<file path="src/hdl/tlb_pkg.sv">
// Shared widths, set geometry and payload structs for the set-associative TLB
// Every TLB module takes these definitions with a wildcard import in its header

package tlb_pkg;

    // ============================================================
    // Page and set geometry
    // ============================================================

    // Virtual and physical page number widths
    localparam int VA_PAGE_BITS = 20;
    localparam int PA_PAGE_BITS = 16;

    // Low page bits pick the set and the rest of the page number is the tag
    localparam int SET_IDX_BITS = 6;
    localparam int NUM_SETS = 1 << SET_IDX_BITS;
    localparam int VA_TAG_BITS = VA_PAGE_BITS - SET_IDX_BITS;

    // Cycles from an accepted lookup to its response
    localparam int LOOKUP_LATENCY = 5;

    // Idle cycles the fill FSM waits after each insert
    localparam int FILL_BUBBLE_CYCLES = 4;

    typedef logic [VA_PAGE_BITS-1:0] t_va_page;
    typedef logic [PA_PAGE_BITS-1:0] t_pa_page;
    typedef logic [SET_IDX_BITS-1:0] t_set_idx;
    typedef logic [VA_TAG_BITS-1:0] t_va_tag;

    // ============================================================
    // Entries, requests and responses
    // ============================================================

    // One translation as held in a way, 31 bits wide
    typedef struct packed
    {
        logic valid;
        t_va_tag tag;
        t_pa_page pa;
    } t_tlb_entry;

    typedef struct packed
    {
        t_va_page va;
    } t_lookup_req;

    // Exactly one of hit and miss is set, pa only means something on a hit
    typedef struct packed
    {
        logic hit;
        logic miss;
        t_va_page va;
        t_pa_page pa;
    } t_lookup_rsp;

    typedef struct packed
    {
        t_va_page va;
        t_pa_page pa;
    } t_fill_req;

    // Way select travels beside this since its width follows the associativity
    typedef struct packed
    {
        t_set_idx set;
        t_tlb_entry entry;
    } t_way_write;

    typedef enum logic [1:0]
    {
        FILL_IDLE,
        FILL_PICK,
        FILL_INSERT,
        FILL_BUBBLE
    } t_fill_state;

    // Set index is the low slice of the page number
    function automatic t_set_idx va_set(t_va_page va);
        return va[SET_IDX_BITS-1:0];
    endfunction

    // Tag is whatever remains above the set index
    function automatic t_va_tag va_tag(t_va_page va);
        return va[VA_PAGE_BITS-1:SET_IDX_BITS];
    endfunction

endpackage

</file>
<file path="src/hdl/tlb_lookup_pipe.sv">
// Five-stage lookup pipeline of the TLB
// Stage 0 reads the set, stage 2 XORs tags, stage 3 reduces the XOR
// and stage 4 picks the hit way and registers the response
// Responses leave in request order with no way to stall them

`timescale 1ns/10ps

module tlb_lookup_pipe
    import tlb_pkg::*;
#(
    parameter int NUM_WAYS = 4
)
(
    input  logic clk,
    input  logic reset,

    input  logic lookup_valid,
    input  t_lookup_req lookup_req,
    input  logic lookup_ready,

    // Set read toward the way store and the returned ways
    output t_set_idx rd_set,
    input  t_tlb_entry [NUM_WAYS-1:0] rd_entries,

    output logic rsp_valid,
    output t_lookup_rsp rsp
);

    localparam int WAY_BITS = $clog2(NUM_WAYS);

    // State carried alongside every request
    typedef struct packed
    {
        logic did_lookup;
        t_va_page va;
    } t_stage;

    // Stage register s holds what stage s works on
    t_stage stg [1:LOOKUP_LATENCY];

    // ============================================================
    // Stage 0 and the request state pipeline
    // ============================================================

    // The set read starts in the accept cycle
    assign rd_set = va_set(lookup_req.va);

    always_ff @(posedge clk)
    begin
        // The page number rides along beside the lookup flag
        stg[1].va <= lookup_req.va;
        for (int s = 1; s < LOOKUP_LATENCY; s++)
        begin
            stg[s+1].va <= stg[s].va;
        end

        if (reset)
        begin
            for (int s = 1; s <= LOOKUP_LATENCY; s++)
            begin
                stg[s].did_lookup <= 1'b0;
            end
        end
        else
        begin
            stg[1].did_lookup <= lookup_valid && lookup_ready;
            for (int s = 1; s < LOOKUP_LATENCY; s++)
            begin
                stg[s+1].did_lookup <= stg[s].did_lookup;
            end
        end
    end

    // Stage 1 only waits for the registered memory read

    // ============================================================
    // Stage 2 does the first half of the tag compare
    // ============================================================

    // Per-way tag XOR that is all zeros when the tags agree
    t_va_tag [NUM_WAYS-1:0] stg3_xor;
    t_pa_page [NUM_WAYS-1:0] stg3_pa;

    always_ff @(posedge clk)
    begin
        for (int w = 0; w < NUM_WAYS; w++)
        begin
            // An invalid entry gets all ones so it can never match
            if (rd_entries[w].valid)
            begin
                stg3_xor[w] <= rd_entries[w].tag ^ va_tag(stg[2].va);
            end
            else
            begin
                stg3_xor[w] <= '1;
            end

            stg3_pa[w] <= rd_entries[w].pa;
        end
    end

    // ============================================================
    // Stage 3 reduces each XOR to a match bit
    // ============================================================

    logic [NUM_WAYS-1:0] stg4_match;
    t_pa_page [NUM_WAYS-1:0] stg4_pa;

    always_ff @(posedge clk)
    begin
        for (int w = 0; w < NUM_WAYS; w++)
        begin
            stg4_match[w] <= ~(|stg3_xor[w]);
        end

        stg4_pa <= stg3_pa;
    end

    // ============================================================
    // Stage 4 selects the way and registers the response
    // ============================================================

    logic stg4_hit;
    logic [WAY_BITS-1:0] stg4_way;

    always_comb
    begin
        stg4_hit = |stg4_match;

        // Walk down from the top so the lowest matching way wins
        stg4_way = '0;
        for (int w = NUM_WAYS - 1; w >= 0; w--)
        begin
            if (stg4_match[w])
            begin
                stg4_way = WAY_BITS'(w);
            end
        end
    end

    logic rsp_hit;
    logic rsp_miss;
    t_pa_page rsp_pa;

    always_ff @(posedge clk)
    begin
        if (reset)
        begin
            rsp_hit <= 1'b0;
            rsp_miss <= 1'b0;
        end
        else
        begin
            rsp_hit <= stg[4].did_lookup && stg4_hit;
            rsp_miss <= stg[4].did_lookup && !stg4_hit;
        end

        // On a miss this is whatever way zero held
        rsp_pa <= stg4_pa[stg4_way];
    end

    // The last stage register lines up with the response register
    assign rsp_valid = stg[LOOKUP_LATENCY].did_lookup;

    always_comb
    begin
        rsp.hit = rsp_hit;
        rsp.miss = rsp_miss;
        rsp.va = stg[LOOKUP_LATENCY].va;
        rsp.pa = rsp_pa;
    end

endmodule

</file>
<file path="config.mk">
export PLATFORM = sky130hd
export DESIGN_NAME = tlb_lookup_pipe
export DESIGN_NICKNAME = d
export VERILOG_FILES = /design/src/hdl/tlb_pkg.sv /design/src/hdl/tlb_lookup_pipe.sv
export SDC_FILE = /design/constraint.sdc
export NUM_CORES = 1
export LEC_CHECK = 0
export ABC_CLOCK_PERIOD_IN_PS = 2000
export BUFFER_PORTS_ARGS = -buffer_cell sky130_fd_sc_hd__buf_2
export CAP_MARGIN = 20
export CORE_MARGIN = 5
export CORE_UTILIZATION = 45
export CTS_BUF_LIST = sky130_fd_sc_hd__clkbuf_8 sky130_fd_sc_hd__clkbuf_16
export DETAILED_ROUTE_END_ITERATION = 10
export PLACE_DENSITY = 0.69
export SYNTH_ARGS = -nofsm -noshare
export SYNTH_HDL_FRONTEND = slang
export SYNTH_SLANG_ARGS = --single-unit
</file>
<file path="constraint.sdc">
create_clock -name clk -period 2 [get_ports clk]
set_input_delay 0.6 -clock clk [delete_from_list [all_inputs] [get_ports clk]]
set_output_delay 0.6 -clock clk [all_outputs]
set_load 0.01 [all_outputs]
</file>
Word-level counts from Yosys, hierarchy flattened
Memory sizes are Yosys's and may differ from the RTL's.
Index checks and enable logic that the tools add are counted.
- order comparisons: 1
- mux-type cells: 14
- bitwise logic cells: 13
- reductions and logical operators: 9
- operator list (cell ; number):
    OR reduction 14 bit ; 4
    XOR 14 bit ; 4
    binary-select mux 16 bit (select 2 bit) ; 1
    two-way mux 16 bit ; 1
    two-way mux 1 bit ; 8
    two-way mux 2 bit ; 4
    OR 1 bit ; 5
    inverter 1 bit ; 4
    OR reduction 4 bit ; 1
    logical AND 1 bit ; 3
    less-than comparator 2 x 3 -> 1 bit, second input constant ; 1
    logical NOT 1 bit ; 1
- register bits: 206
- RAM bits: 105
- input bits: 148
- output and inout port bits: 45
- memories: 1
- memories (name ; depth ; bits a word ; rd ports ; clocked after Yosys merged registers in ; wr ports ; RTL line ; source):
    stg ; 5 ; 21 ; 5 ; 0 ; 5 ; tlb_lookup_pipe.sv:39 ; t_stage stg [1:LOOKUP_LATENCY];

Logic depth before layout (Yosys ltp)
Gate-level depths: netlist of the first run.
- word-level depth: 6
- gate-level depth with buffers: 5
- depth with buffers taken out: 3

Worst setup path before layout of the first run
Ideal clock, no wire load.
- path type: reg2reg
- from: reg stg4_match[2]
- to: reg rsp_pa[14]
- setup time: 0.119 ns
- data arrival time: 1.298 ns
- data required time: 1.881 ns
- slack: 0.583 ns
- stages on the path, launching flop included: 5
- period minus slack after synthesis: 1.417 ns
- cells stage by stage: dfxtp_1 -> or4b_4 -> buf_6 -> buf_12 -> o221a_1
- cells in the longest elaborated chain, start to end: 5
- ends and longest elaborated chain (what ; RTL line ; source):
    from (decl) ; tlb_lookup_pipe.sv:106 ; logic [NUM_WAYS-1:0] stg4_match;
    from (signal, indexed assignment) ; tlb_lookup_pipe.sv:113 ; stg4_match[w] <= ~(|stg3_xor[w]);
    two-way mux 2 bit (3 in series) ; tlb_lookup_pipe.sv:134 ; if (stg4_match[w])
    binary-select mux 16 bit (select 2 bit) ; tlb_lookup_pipe.sv:159 ; rsp_pa <= stg4_pa[stg4_way];
    two-way mux 16 bit (not written as such) ; tlb_lookup_pipe.sv:159 ;
    to (signal assigned) ; tlb_lookup_pipe.sv:159 ;
    to (decl) ; tlb_lookup_pipe.sv:143 ; t_pa_page rsp_pa;
No other way between the ends. The select of a mux whose other input is x is not followed.
A chain may end at the register's enable or synchronous reset.

==> results of run 1 <==
-- worst max-delay path by stage --
stage	cells after the start	start	to
2_1_floorplan	4	stg4_match[2]$_DFF_P_	rsp_pa[14]$_DFF_P_
3_3_place_gp	5	stg4_match[0]$_DFF_P_	rsp_pa[4]$_DFF_P_
3_5_place_dp	5	stg4_match[0]$_DFF_P_	rsp_pa[4]$_DFF_P_
4_1_cts	1	stg[0][124]$_DFF_P_	rsp[35]
5_1_grt	5	stg4_match[0]$_DFF_P_	rsp_pa[7]$_DFF_P_
6_report	1	stg[0][124]$_DFF_P_	rsp[35]
-- per-layer routing --
metal / wire length (µm) / track usage, %
met1: 6470 / 18.4
met2: 7080 / 25.0
met3: 1210 / 3.68
met4: 267 / 3.70
met5: 0 / 0
-- synthesized netlist by cell type --
cell / number
buf_4: 29
o32a_2: 1
buf_6: 1
o221a_1: 1
o221ai_2: 9
nor2b_1: 6
or4_1: 4
clkbuf_1: 23
xnor2_1: 56
nor4_1: 13
dfxtp_1: 311
and2_1: 1
nor2_1: 1
o221ai_1: 6
or4b_4: 1
o21ai_0: 1
or2_2: 1
o22ai_1: 15
nand2_1: 62
nand2b_1: 17
a21oi_1: 15
buf_2: 2
buf_12: 1
inv_1: 1
-- per-stage QoR --
stage | total power, mW | worst slack, ns
2_1_floorplan | 7.00 | 0.583
3_3_place_gp | 7.22 | 0.524
3_5_place_dp | 7.24 | 0.454
4_1_cts | 12.7 | 0.385
5_1_grt | 13.0 | 0.342
6_report | 12.5 | 0.407
-- state kept, by name (all words and copies together) (netlist names) --
register	count
rsp_miss	1
stg4_pa	64
stg3_pa	64
stg4_match	4
stg3_xor	56
rsp_pa	16
rsp_hit	1
stg	105
-- power breakdown --
| part | internal, mW | switching, mW | leakage [nW] |
|---|---|---|---|
| Sequential | 6.55 | 0.123 | 2.62 |
| Combinational | 0.237 | 0.182 | 1.16 |
| Clock | 3.27 | 2.13 | 0.505 |
-- logic make-up (layout without fill, tap and decap cells) --
group	Yosys count	in the layout	share of synthesized area [%]
XOR/XNOR	56	56	6.16
buffers and inverters	57	247	4.38
AND/OR/NAND/NOR	106	106	6.50
AO/OA/AOI/OAI	48	48	4.82
flip-flops	311	311	78.1
-- layout make-up --
class                   count  area [µm²]  area share (%)
multi-input cells         210        1390            14.1
clock inverters            15         146            1.49
inverters                   1        3.75          0.0381
clock buffers              36         822            8.34
repair buffers            195         983            9.98
well taps                 225         282            2.86
flip-flops and latches    311        6230            63.2
==> impl_results.md, run 1 <==
* Initial antenna violation count at 0
* Crit-path max FO at 1
* Power per Cell Area at 1270 nW/µm²
* Layout area overhead at 23.7%
* Design area at 9860 µm²
* LEAKAGE at 4.28 nW
* Die area at 20500 µm²
* Worst-path clk slew at 0.06 ns
* Final period utilization at 79.6%
* Area of the mapped netlist at 7970 µm²
* Max Clock Skew at 0.0165 ns
* CTS sink cnt at 311
* Most frequent cells in the layout: dfxtp_1 (311), buf_2 (192), nand2_1 (62)
* Pin count of the biggest net entering global routing at 21
* Fillcell total at 1469
* Worst r2r path cells at 5
* Via/cell ratio at 4.36
* Cells after Synth at 578
* Hold Path End: stg3_pa[2]$_DFF_P_
* Gr ovfl total at 0
* Worst r2r src: stg4_match[0]$_DFF_P_
* Hold Slack at 0.176 ns
* Max frequency at 628 MHz
* Die Width at 143 µm
* Root Buffer: clkbuf_16
* Rows at 48
* First-pass GRT wire length at 23900 µm
* WP data required at 1.40 ns
* Critical path class: flop to primary output
* TNS Setup at 0 ns
* Most common cell after layout, fill and taps aside: dfxtp_1
* Diode count at 0
* Netlist cell types at 24
* Avg Cell Area, Syn at 13.8 µm²
* TritonRoute pass-1 iters at 4
* Crit. End Element: primary output
* Hold Startpoint: rd_entries[2]
* Detailed Route WL at 15000 µm
* Post-CTS Resized at 0
* DIE HEIGHT at 143 µm
* CTS H-tree depth at 1
* Crit path launch type: flop
* ANT nets after route at 0
* Worst-skew pair later-pin latency at 0.52 ns
* RSZ-0062 raised after global routing: false
* CTS buffer count at 29
* Relative slew slack at 64.7%
* Final hold violation count at 0
* Dpl hpwl at 10900 µm
* Cell chain of the critical path: buf_2
* Residual DRC at 0
* Minimum clock period at 1.59 ns
* CP arrival at 0.99 ns
* Hold Buf Count CTS at 0
* Util after Layout at 56.8%
* Post-DP Area at 8890 µm²
* Synthesized Nets at 726
* Flop-to-flop setup slack at 0.46 ns
* Seq cells post-synth at 311
* Nets at 896
* Setup violations, final at 0
* Pins over their slew limit at 0
* Yosys Warn Count at 0
* Most area-hungry cell type in the Yosys netlist: dfxtp_1
* Post-synthesis sequential area ratio at 78.1%
* DRT iter0 DRCs at 125
* Post-CTS Setup Inserts at 0
* I/O pin count at 193
* Vias at 4331
* Ranking of synthesized cells by area: dfxtp_1 (78%), xnor2_1 (6.2%), nand2_1 (2.9%)
* Synth top area share at 78.1%
* Critical Path Max Stage Delay at 0.34 ns
* Max Cap Viol at 0
* CP top delay family: flip-flops
* Core area at 17400 µm²
* CTS tree: yes
* Status: complete, no violations
* Number of placed instances, taps included at 942
* Worst-margin pin slew at 0.529 ns
* Peak VDD IR at 0.000890 V
* Final std cells w/o fill at 993
* Starting Density at 45.9%
* GRT Util Overall at 14.6%
* Hold-critical path depth at 1
* Vias in the first global route at 4810
* Hold Crit Class: primary input to flop
* Share of cells above drive strength 1 at 32.6%
* Max clock buf depth at 3
* Avg WL per Cell at 15.1 µm
* IO buf count at 192
* Slowest stage cell, crit path: dfxtp_1
* R2r endpoint: rsp_pa[8]$_DFF_P_
* WP buf/inv at 1
* Final GP Congestion at 0.799
(Power assumes the default switching activity.)
==> inputs of run 2 (changes only) <==
--- a/config.mk
+++ b/config.mk
@@ -5,7 +5,7 @@
 export SDC_FILE = /design/constraint.sdc
 export NUM_CORES = 1
 export LEC_CHECK = 0
-export ABC_CLOCK_PERIOD_IN_PS = 2000
+export ABC_CLOCK_PERIOD_IN_PS = 1500
 export BUFFER_PORTS_ARGS = -buffer_cell sky130_fd_sc_hd__buf_2
 export CAP_MARGIN = 20
 export CORE_MARGIN = 5
==> constraint.sdc (replaced) <==
create_clock -name clk -period 1.5 [get_ports clk]
set_input_delay 0.45 -clock clk [delete_from_list [all_inputs] [get_ports clk]]
set_output_delay 0.45 -clock clk [all_outputs]
set_load 0.01 [all_outputs]
==> impl_results.md, run 2 (synthesis results as in run 1) <==
* Status: complete, no violations
* CTS sink cnt at 311 (unchanged)
* CTS tree: yes
* Residual DRC at 0 (unchanged)
* CTS buffer count at 30 (+3.4%)
* Final hold violation count at 0 (unchanged)
* Final GP Congestion at 0.816 (+2.2%)
* Minimum clock period at 1.49 ns
* Relative slew slack at 72.5% (+7.8 points)
* Worst-skew pair later-pin latency at 0.53 ns (about the same)
* First-pass GRT wire length at 24300 µm (+1.7%)
* Worst-margin pin slew at 0.409 ns (-0.120 ns)
* ANT nets after route at 0 (unchanged)
* Nets at 945 (+5.5%)
* CP top delay family: buffers and inverters
* Pin count of the biggest net entering global routing at 21 (unchanged)
* Layout area overhead at 30.7%
* Critical Path Max Stage Delay at 0.44 ns (+0.10 ns)
* Initial antenna violation count at 0 (unchanged)
* Hold Crit Class: primary input to flop
* Detailed Route WL at 16200 µm (+7.9%)
* Dpl hpwl at 10900 µm (+0.14%)
* Avg WL per Cell at 15.5 µm (+2.2%)
* Max Clock Skew at 0.00766 ns (-0.00882 ns)
* Peak VDD IR at 0.00105 V (+17%)
* Share of cells above drive strength 1 at 32.0% (-0.52 points)
* Crit path launch type: flop
* Rows at 48 (unchanged)
* Die Width at 143 µm (unchanged)
* GRT Util Overall at 14.9% (+0.32 points)
* CP arrival at 1.93 ns (+0.94 ns)
* Max frequency at 672 MHz
* Crit. End Element: flop
* I/O pin count at 193 (unchanged)
* Die area at 20500 µm² (unchanged)
* Vias at 4609 (+6.4%)
* Starting Density at 45.9% (unchanged)
* Top flop regs: stg x105, stg3_pa x64, stg4_pa x64
* WP buf/inv at 2 (+1)
* TNS Setup at 0 ns (unchanged)
* Hold Slack at 0.0214 ns (-0.154 ns)
* Most frequent cells in the layout: dfxtp_1 (311), buf_2 (192), nand2_1 (62)
* Cell chain of the critical path: buf_8 -> nand2b_1 -> buf_4 -> o22ai_1 -> a21oi_1
* Pins over their slew limit at 0 (unchanged)
* Most common cell after layout, fill and taps aside: dfxtp_1
* DIE HEIGHT at 143 µm (unchanged)
* Worst-path clk slew at 0.07 ns (about the same)
* Post-CTS Setup Inserts at 0 (unchanged)
* Root Buffer: clkbuf_16
* Max clock buf depth at 3 (unchanged)
* Max Cap Viol at 0 (unchanged)
* Vias in the first global route at 4967 (+3.3%)
* DRT iter0 DRCs at 152 (+22%)
* Critical path class: flop to flop
* Final period utilization at 99.3%
* LEAKAGE at 4.52 nW (+5.6%)
* Design Power at 17.1 mW (+37%)
* CTS H-tree depth at 1 (unchanged)
* Core area at 17400 µm² (unchanged)
* Power per Cell Area at 1640 nW/µm² (+29%)
* Via/cell ratio at 4.40 (+0.83%)
* Max reg flops at 105 (unchanged)
* TritonRoute pass-1 iters at 4 (unchanged)
* Gr ovfl total at 0 (unchanged)
* Crit-path max FO at 20 (+19)
* IO buf count at 192 (unchanged)
* Post-DP Area at 8920 µm² (+0.34%)
* Slowest stage cell, crit path: dfxtp_1
* WP data required at 1.94 ns (+0.54 ns)
* Setup violations, final at 0 (unchanged)
* Top reg by flops: stg
* Design area at 10400 µm² (+5.6%)
-- run 2: power by group --
group          switching (mW)  internal [mW]  total [mW]
logic                   0.262          0.390       0.651
clock network            2.96           4.55        7.51
registers               0.168           8.74        8.90
total                    3.39           13.7        17.1
-- run 2: per-layer routing --
layer	GRT usage (%)	vias to the layer above	share of wire, %
li1	-	2286	-
met1	18.3	2119	42
met2	25.5	175	48
met3	3.95	29	8.4
met4	4.80	0	1.8
met5	0	-	0
-- run 2: worst register-to-register path, stage by stage (launching register included) --
cell	delay, ns
dfxtp_1	0.44
buf_8	0.22
nand2b_1	0.14
buf_4	0.23
o22ai_1	0.12
a21oi_1	0.25
-- run 2: area by class of cell --
class	instances	area, µm²
Timing Repair Buffer	242	1460
Fill cell	1346	6950
Antenna cell	2	5.00
Clock inverter	19	169
Multi-Input combinational cell	211	1410
Inverter	1	3.75
Clock buffer	37	858
Sequential cell	311	6230
Tap cell	225	282
-- run 2: what timing repair did --
item / CTS / global route
hold buffers: 32 / 11
hold endpoints to repair: 32 / 11
resized for setup: 0 / 5
endpoints found under the setup margin: 0 / 2
-- run 2: final timing paths --
kind,startpoint,to,slack [ns],cells past startpoint
min,lookup_req[6],stg[0][27]$_DFF_P_,0.02,1
max reg2reg,stg4_match[0]$_DFF_P_,rsp_pa[8]$_DFF_P_,0.01,5
max,stg4_match[0]$_DFF_P_,rsp_pa[8]$_DFF_P_,0.01,5
min reg2reg,stg[0][66]$_DFF_P_,stg[0][87]$_DFF_P_,0.31,0
-- run 2: per-stage QoR --
step | cells | utilization [%] | setup slack, ns
detailed placement | 946 | 51.4 | 0.0533
global route | 1046 | 60.0 | -0.0244
CTS | 1034 | 59.1 | 0.0317
finish | 1048 | 60.0 | 0.0109
global placement | 946 | 51.4 | 0.0998
floorplan | 578 | - | 0.0829
