`src/hdl/tlb_pkg.sv`:
```
// Shared widths, set geometry and payload structs for the set-associative TLB
// Every TLB module takes these definitions with a wildcard import in its header

package tlb_pkg;

    // ============================================================
    // Page and set geometry
    // ============================================================

    // Virtual and physical page number widths
    localparam int VA_PAGE_BITS = 20;
    localparam int PA_PAGE_BITS = 16;

    // Low page bits pick the set and the rest of the page number is the tag
    localparam int SET_IDX_BITS = 6;
    localparam int NUM_SETS = 1 << SET_IDX_BITS;
    localparam int VA_TAG_BITS = VA_PAGE_BITS - SET_IDX_BITS;

    // Cycles from an accepted lookup to its response
    localparam int LOOKUP_LATENCY = 5;

    // Idle cycles the fill FSM waits after each insert
    localparam int FILL_BUBBLE_CYCLES = 4;

    typedef logic [VA_PAGE_BITS-1:0] t_va_page;
    typedef logic [PA_PAGE_BITS-1:0] t_pa_page;
    typedef logic [SET_IDX_BITS-1:0] t_set_idx;
    typedef logic [VA_TAG_BITS-1:0] t_va_tag;

    // ============================================================
    // Entries, requests and responses
    // ============================================================

    // One translation as held in a way, 31 bits wide
    typedef struct packed
    {
        logic valid;
        t_va_tag tag;
        t_pa_page pa;
    } t_tlb_entry;

    typedef struct packed
    {
        t_va_page va;
    } t_lookup_req;

    // Exactly one of hit and miss is set, pa only means something on a hit
    typedef struct packed
    {
        logic hit;
        logic miss;
        t_va_page va;
        t_pa_page pa;
    } t_lookup_rsp;

    typedef struct packed
    {
        t_va_page va;
        t_pa_page pa;
    } t_fill_req;

    // Way select travels beside this since its width follows the associativity
    typedef struct packed
    {
        t_set_idx set;
        t_tlb_entry entry;
    } t_way_write;

    typedef enum logic [1:0]
    {
        FILL_IDLE,
        FILL_PICK,
        FILL_INSERT,
        FILL_BUBBLE
    } t_fill_state;

    // Set index is the low slice of the page number
    function automatic t_set_idx va_set(t_va_page va);
        return va[SET_IDX_BITS-1:0];
    endfunction

    // Tag is whatever remains above the set index
    function automatic t_va_tag va_tag(t_va_page va);
        return va[VA_PAGE_BITS-1:SET_IDX_BITS];
    endfunction

endpackage

```
`src/hdl/tlb_fill_ctrl.sv`:
```
// Fill FSM of the TLB that turns page walker fills into way writes
// Victim is the lowest empty way of the set, else an LFSR-chosen way
// Each insert is followed by a fixed bubble before the next fill is taken

`timescale 1ns/10ps

module tlb_fill_ctrl
    import tlb_pkg::*;
#(
    parameter int NUM_WAYS = 4
)
(
    input  logic clk,
    input  logic reset,
    input  logic inval,
    input  logic store_ready,

    input  logic fill_valid,
    input  t_fill_req fill_req,
    output logic fill_ready,

    // Write toward the way store, way_wen is one-hot during an insert
    output t_way_write way_wr,
    output logic [NUM_WAYS-1:0] way_wen
);

    localparam int WAY_BITS = $clog2(NUM_WAYS);
    localparam int BUBBLE_BITS = $clog2(FILL_BUBBLE_CYCLES + 1);

    t_fill_state state;
    logic [BUBBLE_BITS-1:0] bubble_cnt;

    // Fill being inserted, held from acceptance until the next one
    t_fill_req fill_q;

    // One-hot victim picked in FILL_PICK
    logic [NUM_WAYS-1:0] victim_oh;

    // One bit per way of every set, set when the way holds an entry
    logic [NUM_SETS-1:0][NUM_WAYS-1:0] occ;

    // Free-running LFSR for victims in full sets
    logic [15:0] lfsr;

    // ============================================================
    // Fill FSM
    // ============================================================

    // Only idle takes a fill, and never during a clearing sweep
    assign fill_ready = (state == FILL_IDLE) && store_ready;

    always_ff @(posedge clk)
    begin
        if (reset)
        begin
            state <= FILL_IDLE;
            bubble_cnt <= '0;
        end
        else
        begin
            case (state)
                FILL_IDLE:
                begin
                    if (fill_valid && fill_ready)
                    begin
                        state <= FILL_PICK;
                    end
                end
                FILL_PICK:
                begin
                    state <= FILL_INSERT;
                end
                FILL_INSERT:
                begin
                    state <= FILL_BUBBLE;
                    bubble_cnt <= '0;
                end
                FILL_BUBBLE:
                begin
                    // Hold off new fills for a fixed number of cycles
                    bubble_cnt <= bubble_cnt + 1'b1;
                    if (bubble_cnt == BUBBLE_BITS'(FILL_BUBBLE_CYCLES - 1))
                    begin
                        state <= FILL_IDLE;
                    end
                end
                default:
                begin
                    state <= FILL_IDLE;
                end
            endcase
        end

        // Capture the request when it is taken
        if (state == FILL_IDLE && fill_valid && fill_ready)
        begin
            fill_q <= fill_req;
        end
    end

    // ============================================================
    // Victim choice and occupancy
    // ============================================================

    // Taps 16, 14, 13 and 11 give a maximal length sequence
    always_ff @(posedge clk)
    begin
        if (reset)
        begin
            lfsr <= 16'hace1;
        end
        else
        begin
            lfsr <= {lfsr[14:0], lfsr[15] ^ lfsr[13] ^ lfsr[12] ^ lfsr[10]};
        end
    end

    logic [NUM_WAYS-1:0] set_occ;
    logic [NUM_WAYS-1:0] pick_oh;

    always_comb
    begin
        set_occ = occ[va_set(fill_q.va)];

        // A full set falls back to the random way
        pick_oh = NUM_WAYS'(1) << lfsr[WAY_BITS-1:0];

        // Downward walk leaves the lowest empty way chosen
        for (int w = NUM_WAYS - 1; w >= 0; w--)
        begin
            if (!set_occ[w])
            begin
                pick_oh = NUM_WAYS'(1) << w;
            end
        end
    end

    always_ff @(posedge clk)
    begin
        if (state == FILL_PICK)
        begin
            victim_oh <= pick_oh;
        end

        // Clearing wins over an insert in the same cycle
        if (reset || inval)
        begin
            occ <= '0;
        end
        else if (state == FILL_INSERT)
        begin
            occ[va_set(fill_q.va)] <= set_occ | victim_oh;
        end
    end

    // Write data is always the held fill, only the enable marks the insert
    always_comb
    begin
        way_wr.set = va_set(fill_q.va);
        way_wr.entry.valid = 1'b1;
        way_wr.entry.tag = va_tag(fill_q.va);
        way_wr.entry.pa = fill_q.pa;
        way_wen = (state == FILL_INSERT) ? victim_oh : '0;
    end

endmodule

```
`config.mk`:
```
export PLATFORM = sky130hd
export DESIGN_NAME = tlb_fill_ctrl
export DESIGN_NICKNAME = d
export VERILOG_FILES = /design/src/hdl/tlb_pkg.sv /design/src/hdl/tlb_fill_ctrl.sv
export SDC_FILE = /design/constraint.sdc
export NUM_CORES = 1
export LEC_CHECK = 0
export ABC_AREA = 1
export BUFFER_PORTS_ARGS = -buffer_cell sky130_fd_sc_hd__buf_2
export CORE_MARGIN = 3
export CORE_UTILIZATION = 46
export DETAILED_ROUTE_END_ITERATION = 6
export PLACE_DENSITY = 0.68
export SYNTH_ARGS = -nofsm -noshare
export SYNTH_HDL_FRONTEND = slang
export SYNTH_SLANG_ARGS = --single-unit
```
`constraint.sdc`:
```
create_clock -name clk -period 7.6 [get_ports clk]
set_input_delay 0.38 -clock clk [delete_from_list [all_inputs] [get_ports clk]]
set_output_delay 0.38 -clock clk [all_outputs]
set_load 0.005 [all_outputs]
```
### After elaboration in Yosys (flattened, before gate mapping)

Cells that the tools add are included.

| word-level totals | value |
|---|---|
| register bits after elaboration | 317 |
| bits of input ports | 41 |
| output and inout port bits | 42 |

| cells by class | value |
|---|---|
| shifts and indexed selects | 1 |
| bitwise gates (word level) | 4 |
| equal/unequal tests | 6 |
| magnitude comparators | 2 |
| reduce and logical (&&, ||, !) cells | 11 |
| $add $sub $neg | 1 |
| multiplexer cells | 13 |

Operators by type and width:

| kind | number |
|---|---|
| $bwmux W256 | 1 |
| $bmux W4 S6 | 1 |
| $demux W4 S6 | 1 |
| $mux W4 | 4 |
| $pmux W2 S4 | 1 |
| $lt A6 B7 Y1 const B | 1 |
| $ge A6 B1 Y1 const B | 1 |
| $mux W2 | 3 |
| $pmux W3 S2 | 1 |
| $logic_and A1 B1 Y1 | 5 |
| $eq A2 B2 Y1 const B | 2 |
| $or A4 B4 Y4 | 1 |
| $reduce_and A2 Y1 | 2 |
| $shl A1 B2 Y4 const A | 1 |
| $add A3 B1 Y3 const B | 1 |
| $eq A3 B2 Y1 const B | 1 |
| $mux W3 | 1 |
| $reduce_and A3 Y1 | 1 |
| $xor A1 B1 Y1 | 3 |
| $eq A2 B1 Y1 const B | 1 |
| $logic_not A2 Y1 | 1 |
| $ne A2 B1 Y1 const B | 1 |
| $ne A2 B2 Y1 const B | 1 |
| $reduce_bool A2 Y1 | 1 |
| $logic_or A1 B1 Y1 | 1 |

### Longest topological paths before layout

Gate-level depths: netlist of the first run.

| depth | value |
|---|---|
| depth in word-level cells | 5 |
| depth in mapped cells | 15 |

### Least setup slack after synthesis of the first run

OpenSTA, ideal clock, no wires.

| path | value |
|---|---|
| path type | register to register |
| from | register state[0] |
| to | register fill_q (netlist bit way_wr[0]) (enable) |
| arrival | 2.167 ns |
| path buffers | 0 |
| setup time | 0.429 ns |
| cell stages (with the launch flop) | 5 |
| data required time | 7.171 ns |
| slack | 5.004 ns |
| path through | dfxtp_1 inv_1 ha_1 nand2_1 nor2_1 |

| on the way | value |
|---|---|
| cells in the longest elaborated chain, start to end | 3 |

RTL lines:

| what | RTL line | text |
|---|---|---|
| from (decl) | tlb_fill_ctrl.sv:30 | `t_fill_state state;` |
| from (signal assigned) | tlb_fill_ctrl.sv:56 | `state <= FILL_IDLE;` |
| from (signal assigned) | tlb_fill_ctrl.sv:66 | `state <= FILL_PICK;` |
| from (signal assigned) | tlb_fill_ctrl.sv:71 | `state <= FILL_INSERT;` |
| $logic_not A2 Y1 (*) | tlb_fill_ctrl.sv:50, tlb_fill_ctrl.sv:95 |  |
| $logic_and A1 B1 Y1, on equally long branches | tlb_fill_ctrl.sv:95, tlb_fill_ctrl.sv:50 |  |
| $logic_and A1 B1 Y1 (*) | tlb_fill_ctrl.sv:95 | `if (state == FILL_IDLE && fill_valid && fill_ready)` |
| to (signal assigned) | tlb_fill_ctrl.sv:97 | `fill_q <= fill_req;` |
| to (decl) | tlb_fill_ctrl.sv:34 | `t_fill_req fill_q;` |

Every way passes the cells marked *; elsewhere a longest branch is shown, timed or not.
A chain may end at the register's enable or synchronous reset.

### Worst setup path in the final report of the first run

| path | value |
|---|---|
| from | register fill_q (netlist bit way_wr[31]) |
| to | register occ[79] (netlist name) |

| on the way | value |
|---|---|
| cells in the longest elaborated chain, start to end | 5 |

RTL lines:

| what | RTL line | text |
|---|---|---|
| $lt A6 B7 Y1 (not written as such) or $ge A6 B1 Y1 (tied branches) | tlb_fill_ctrl.sv:152 | `occ[va_set(fill_q.va)] <= set_occ \| victim_oh;` |
| $logic_and A1 B1 Y1 (not written as such) | tlb_fill_ctrl.sv:152 |  |
| $mux W4 (not written as such) | tlb_fill_ctrl.sv:152 |  |
| $demux W4 S6 | tlb_fill_ctrl.sv:152 |  |
| $bwmux W256 (*) | tlb_fill_ctrl.sv:152 |  |
| to (signal, indexed assignment) | tlb_fill_ctrl.sv:152 |  |
| to (decl) | tlb_fill_ctrl.sv:40 | `logic [NUM_SETS-1:0][NUM_WAYS-1:0] occ;` |

Every way passes the cells marked *; elsewhere a longest branch is shown, timed or not. The select of a mux whose other input is x is not followed.

==> results of run 1 <==
==> worst max-delay path by stage <==
stage,startpoint,to
floorplan,state[0]$_SDFFE_PP0P_,way_wr[0]$_DFFE_PP_
global placement,way_wr[31]$_DFFE_PP_,occ[15]$_SDFFE_PP0P_
detailed placement,way_wr[31]$_DFFE_PP_,occ[75]$_SDFFE_PP0P_
CTS,way_wr[31]$_DFFE_PP_,occ[167]$_SDFFE_PP0P_
global route,way_wr[31]$_DFFE_PP_,occ[31]$_SDFFE_PP0P_
finish,way_wr[31]$_DFFE_PP_,occ[79]$_SDFFE_PP0P_
==> through the flow <==
| stage | instances | util | instance area (sq um) |
|---|---|---|---|
| 2_1_floorplan | 1985 | - | 14200 |
| 3_5_place_dp | 2369 | 0.485 | 14600 |
| 4_1_cts | 2431 | 0.525 | 15800 |
| 3_3_place_gp | 2369 | 0.485 | 14600 |
| 6_report | 2431 | 0.525 | 15800 |
| 5_1_grt | 2431 | 0.525 | 15800 |
==> critical path, cell delays in order (launching register included) <==
cell and delay, ps:
edfxtp_1 360, buf_4 730, buf_4 800, nand2_1 140, nand3_1 120, nand2_1 60, o21ai_1 220, nand2_1 80
nor2_1 130, nand3b_1 820, buf_4 660, nor2_1 170, nor2_1 60
==> registers in the layout, indices dropped and copies added (netlist names) <==
name,cells
way_wr,36
state,2
occ,256
bubble_cnt,3
victim_oh,4
lfsr,16
==> logic make-up after synthesis <==
logic type / count (synthesis) / share of synthesized area
other: 1 / 0.000264
AOI/OAI and AO/OA: 423 / 0.156
xor gates and xnor gates: 2 / 0.00123
and+or+nand+nor: 894 / 0.253
adders and majority gates: 7 / 0.00617
DFF: 317 / 0.475
buffers and inverters: 341 / 0.108
==> metal layers <==
metal / vias to the layer above / routed length [um] / global-route usage
met1: 5811 / 17100 / 0.312
met5: - / 0 / 0
li1: 6325 / - / -
met4: 0 / 1250 / 0.0792
met2: 416 / 17000 / 0.358
met3: 81 / 2730 / 0.0365
==> cell type report <==
class	count	area [sq um]
Inverter	242	908
Tap cell	390	488
Timing Repair Buffer	93	495
Clock buffer	54	1070
Multi-Input combinational cell	1327	5930
Fill cell	2852	14300
Clock inverter	8	138
Sequential cell	317	6750
==> power by group through the flow <==
stage / clock (mW) / combinational [mW] / sequential, mW
floorplan: 0 / 0.501 / 1.81
global placement: 0 / 0.636 / 1.82
detailed placement: 0 / 0.646 / 1.82
CTS: 1.80 / 0.649 / 1.78
global route: 1.87 / 0.713 / 1.79
finish: 1.77 / 0.653 / 1.78
==> cell usage in the layout (no fill, tap or decap) <==
cell type  count
nor2_1       541
dfxtp_1      277
o21ai_0      268
inv_1        239
nand2_1      225
buf_2         81
a21oi_1       70
nand3_1       64
o21ai_1       49
edfxtp_1      40
clkbuf_16     37
o211ai_1      33
or2_2         25
buf_4         12
nor3_1         9
clkbuf_1       9
or2_1          8
clkbuf_8       8
nand4_1        7
ha_1           7
or2_0          5
bufinv_16      4
inv_2          3
nor2_2         3
nand3b_1       3
nor2_4         2
a211oi_1       2
clkinv_2       2
clkinv_1       2
xnor2_1        1
xor2_1         1
nand2_2        1
nor2_8         1
o21a_1         1
conb_1         1
==> flow_summary.yaml, run 1 <==
finish:
  final_net_count: 2064
  area_growth_pct: 11.1
  num_antenna_cells: 0
  drive_above_1_share: 0.0877
sta:
  finalWorstSetupSlack_ps: 2980
  finalHoldViolCount: 0
  skew_ps: 13.2
  rsz0062_at_grt: "false"
  totalNegativeSetupSlack_ps: 0
  worst_case_headroom_to_the_max_slew_limit: 0.181
  drv_slew: 0
  finalSetupViolations: 0
  final.period_utilization: 0.608
  fmax_mhz: 216
  max_slew.worst_pin.slew_ps: 1230
  final.min_clock_period_ps: 4620
  fin_hold_ws_ps: 42.7
power:
  power_switching_mw: 1.21
  p_sw_frac: 0.287
  total_leakage_power_nw: 6.40
  power.total_mw: 4.21
  power.combinational.fraction: 0.155
  p_seq_frac: 0.424
  power.density_nw_per_um2: 267
  ir_worst_vdd_mv: 0.218
  power_frac_clock: 0.421
  power.internal_mw: 3.00
placed_design:
  pre_cts_worst_setup_slack_ps: 3150
  dp_hpwl_um: 22900
  port_buffers: 81
  gp_congestion: 0.872
synth:
  netlist.area_leader.share: 0.391
  synth_warnings: 0
  seq_area_frac_synth: 0.475
  async_reset_ff_frac: 0
  count_of_flip_flops_with_a_built_in_enable_after_synthesis: 40
  mappedNetlistNets: 2033
  synth_area_leader_cell: "dfxtp_1"
  post_synth.cell_area_avg_sq_um: 7.15
  synthesized_instance_count: 1985
  post-synth-top-count-cell: "nor2_1"
  yosysUniqueCellTypes: 30
  yosys_register_bits: 317
  synth_top_cells_by_count: "544 x nor2_1, 277 x dfxtp_1, 268 x o21ai_0"
  ys_top_cells_by_area: "dfxtp_1 39%, nor2_1 14%, o21ai_0 9.4%"
  mappedNetlistArea_sq_um: 14200
  ys.flop_type: "dfxtp_1"
worst_setup_path:
  worst-endpoint-arrival_ps: 5020
  critical_path.endpoint_type: "register"
  r2r-start: "way_wr[31]$_DFFE_PP_"
  critPathKind: "reg -> reg"
  worst-endpoint-required_ps: 8000
  regToRegEndpoint: "occ[79]$_SDFFE_PP0P_"
  critPathLaunchType: "register"
  regToRegSetupSlack_ps: 2980
  rr_worst_depth: 12
  worst-path-max-fanout: 98
detailed_routing:
  drc: 0
  routed_wire_length_per_instance_um: 15.7
  drt_pre_antenna_iters: 6
  detailed_route_wl_um: 38100
  drt.antenna.violating_nets: 0
  via_count: 12633
  route.detailed.vias_per_inst: 5.20
  drt_iter0_drc: 1281
grt:
  grt-ovfl-total: 0
  grt_antenna_before_repair: 0
  grt_util_all_layers: 0.225
  first_global_vias: 11884
  grt_pass1_wl_um: 61400
  grt_max_degree: 143
clock_network:
  cts-root-buf: "clkbuf_16"
  numClockSinks: 317
  cts_resized: 0
  tritoncts.num_buffers: 35
  insertion_delay_ps: 520
  clock_tree_from_tritoncts: "yes"
  cts_setup_buffers: 0
  clock_tree.htree_level_count: 2
  largest_buffer_count_on_any_clock_path: 3
  cts.hold.buffers_added: 0
  path_clk_slew_ps: 60
worst_hold_path:
  hold_path_depth: 1
  hold_start: "fill_req[23]"
  hold_end: "way_wr[17]$_DFFE_PP_"
  timing.hold.worst.class: "in -> reg"
die:
  design.die.area_sq_um: 33000
  floorplan.rows: 63
  start_util: 0.473
  die-width_um: 182
  floorplan.die.height_um: 182
  design.core.area_sq_um: 30000
  design.portCount: 83
job:
  maxCapViolCount: 0
run_status:
  outcome: "complete, no violations"
Power figures use the tool's default switching activity.
==> inputs of run 2 (changes only) <==
Settings changed: ABC_AREA 1 to 0.
Clock period 7.6 ns to 4.37 ns, I/O delays scaled along.
==> flow_summary.yaml, run 2 <==
synth:
  ys.flop_type: "dfxtp_1"
  async_reset_ff_frac: 0
  post_synth.cell_area_avg_sq_um: 10.3
  synthesized_instance_count: 1270
  synth_top_cells_by_count: "277 x dfxtp_1, 185 x nor2_1, 160 x o21ai_0"
  synth_top_family_by_area: "compound AO/OA/AOI/OAI gates"
  seq_area_frac_synth: 0.515
  post-synth-top-count-cell: "dfxtp_1"
  synth_warnings: 0
  post_synth_mux_area_share: 0.111
  mappedNetlistNets: 1318
  mappedNetlistArea_sq_um: 13100
  yosysUniqueCellTypes: 64
  yosys.area_share.simple: 0.0979
  count_of_flip_flops_with_a_built_in_enable_after_synthesis: 40
  ys_top_cells_by_area: "dfxtp_1 42%, edfxtp_1 9.2%, o21ai_0 6.1%"
  yosys_register_bits: 317
  synth_area_leader_cell: "dfxtp_1"
  synth-compound-area-share: 0.230
  yosys.area_share.adder: 0.00668
  post_synth_xor_area_fraction: 0.00200
  netlist.area_leader.share: 0.423
worst_setup_path:
  slowest_stage: "mux4_1"
  worstPathBufferInverterCount: 2
  r2r-start: "way_wr[31]$_DFFE_PP_"
  critical_path.endpoint_type: "register"
  rr_worst_depth: 8
  critPathKind: "reg -> reg"
  timing.critical_path.max_delay_family: "compound AO/OA/AOI/OAI gates"
  regToRegEndpoint: "occ[234]$_SDFFE_PP0P_"
  max_stage_delay_ps: 650
  critical_path.most_common_cell: "buf_4"
  worst_path_cell_trace: "buf_4 -> mux4_1 -> a22oi_1 -> a22o_1 -> o221a_2 -> nor2b_4 -> buf_4 -> a211oi_1"
  regToRegSetupSlack_ps: 910
  worst-endpoint-required_ps: 4730
  worst-path-max-fanout: 21
  critPathLaunchType: "register"
  worst-endpoint-arrival_ps: 3820
  worst-path-stages: 8
finish:
  largest_register_ffs: 256
  mostFrequentLayoutCells: "277 x dfxtp_1, 184 x nor2_1, 160 x o21ai_0"
  final_common_cell: "dfxtp_1"
  final_net_count: 1410
  num_antenna_cells: 0
  largest_register: "occ"
  area_growth_pct: 16.9
  drive_above_1_share: 0.194
detailed_routing:
  drc: 0
  detailed_route_wl_um: 35800
  via_count: 10329
  drt.antenna.violating_nets: 0
  route.detailed.vias_per_inst: 5.85
  routed_wire_length_per_instance_um: 20.3
  drt_iter0_drc: 959
  drt_pre_antenna_iters: 5
sta:
  final.period_utilization: 0.791
  finalWorstSetupSlack_ps: 911
  finalHoldViolCount: 0
  drv_slew: 0
  final.min_clock_period_ps: 3460
  rsz0062_at_grt: "false"
  worst_case_headroom_to_the_max_slew_limit: 0.305
  skew_ps: 25.4
  fmax_mhz: 289
  max_slew.worst_pin.slew_ps: 1040
  totalNegativeSetupSlack_ps: 0
  finalSetupViolations: 0
die:
  start_util: 0.469
  die-width_um: 175
  floorplan.rows: 61
  design.portCount: 83
  design.die.area_sq_um: 30600
  floorplan.die.height_um: 175
  design.core.area_sq_um: 27900
power:
  power.density_nw_per_um2: 459
  total_leakage_power_nw: 5.38
  ir_worst_vdd_mv: 0.405
  power.total_mw: 7.03
clock_network:
  clock_tree.htree_level_count: 2
  path_clk_slew_ps: 60
  tritoncts.num_buffers: 35
  numClockSinks: 317
  insertion_delay_ps: 520
  largest_buffer_count_on_any_clock_path: 3
  cts-root-buf: "clkbuf_16"
  clock_tree_from_tritoncts: "yes"
worst_hold_path:
  hold_start: "reset"
  hold_end: "lfsr[1]$_SDFF_PP0_"
  timing.hold.worst.class: "in -> reg"
  hold_path_depth: 2
grt:
  grt-ovfl-total: 0
  first_global_vias: 10217
  grt_antenna_before_repair: 0
  grt_util_all_layers: 0.230
  grt_pass1_wl_um: 56700
  grt_max_degree: 66
run_status:
  outcome: "complete, no violations"
placed_design:
  pre_cts_worst_setup_slack_ps: 970
  dp_hpwl_um: 22900
  gp_congestion: 0.879
  port_buffers: 81
job:
  maxCapViolCount: 0
-- run 2: cell count changes after synthesis, sizes merged, moves of 96 or more --
cell	delta
nand2	-216
a21oi	+96
a211oi	+103
inv	-236
nor2	-361
o21ai	-156
-- run 2: routing by layer --
layer  track usage  vias up  wire length [um]  part of all wire
met3        0.0448       73              2770             0.077
met1         0.317     4925             15500              0.43
met2         0.369      422             16500              0.46
met5             0        -                 0                 0
met4        0.0721        0              1010             0.028
li1              -     4909                 -                 -
-- run 2: power by group --
part | internal (mW) | switching, mW
logic | 0.296 | 0.606
registers | 3.05 | 0.0735
clock network | 1.83 | 1.17
-- run 2: per-stage QoR --
step | util | hold WS, ps | instances | instance area [sq um]
final | 0.549 | 86.6 | 1766 | 15300
after global routing | 0.549 | 104 | 1766 | 15300
after CTS | 0.549 | 82.1 | 1766 | 15300
after detailed placement | 0.493 | 394 | 1667 | 13800
after global placement | 0.493 | 395 | 1667 | 13800
after floorplan | - | 290 | 1270 | 13100
-- run 2: worst max path at each step --
stage / start / to
2_1_floorplan: way_wr[31]$_DFFE_PP_ / occ[188]$_SDFFE_PP0P_
3_3_place_gp: way_wr[31]$_DFFE_PP_ / occ[230]$_SDFFE_PP0P_
3_5_place_dp: way_wr[31]$_DFFE_PP_ / occ[234]$_SDFFE_PP0P_
4_1_cts: way_wr[31]$_DFFE_PP_ / occ[234]$_SDFFE_PP0P_
5_1_grt: way_wr[31]$_DFFE_PP_ / occ[234]$_SDFFE_PP0P_
6_report: way_wr[31]$_DFFE_PP_ / occ[234]$_SDFFE_PP0P_
-- run 2: cell families after synthesis --
kind of cell | count (synthesis)
AO/OA/AOI/OAI | 479
flip-flops | 317
AND/OR/NAND/NOR | 273
multiplexers | 97
buffers and inverters | 93
adder cells (fa/ha/maj) | 7
XOR/XNOR | 3
other | 1
-- run 2: layout make-up --
cell class	instances	area (sq um)
flip-flops and latches	317	6750
clock buffers	50	1030
multi-input cells	860	5890
inverters	6	22.5
well taps	378	473
clock inverters	13	155
fillers	2483	12600
repair buffers	142	1000
-- run 2: repair_timing --
action / CTS / global route
resized for setup: 0 / 0
hold buffers: 36 / 0
setup endpoints to repair: 0 / 0
setup buffers: 0 / 0
hold endpoints to repair: 36 / 0
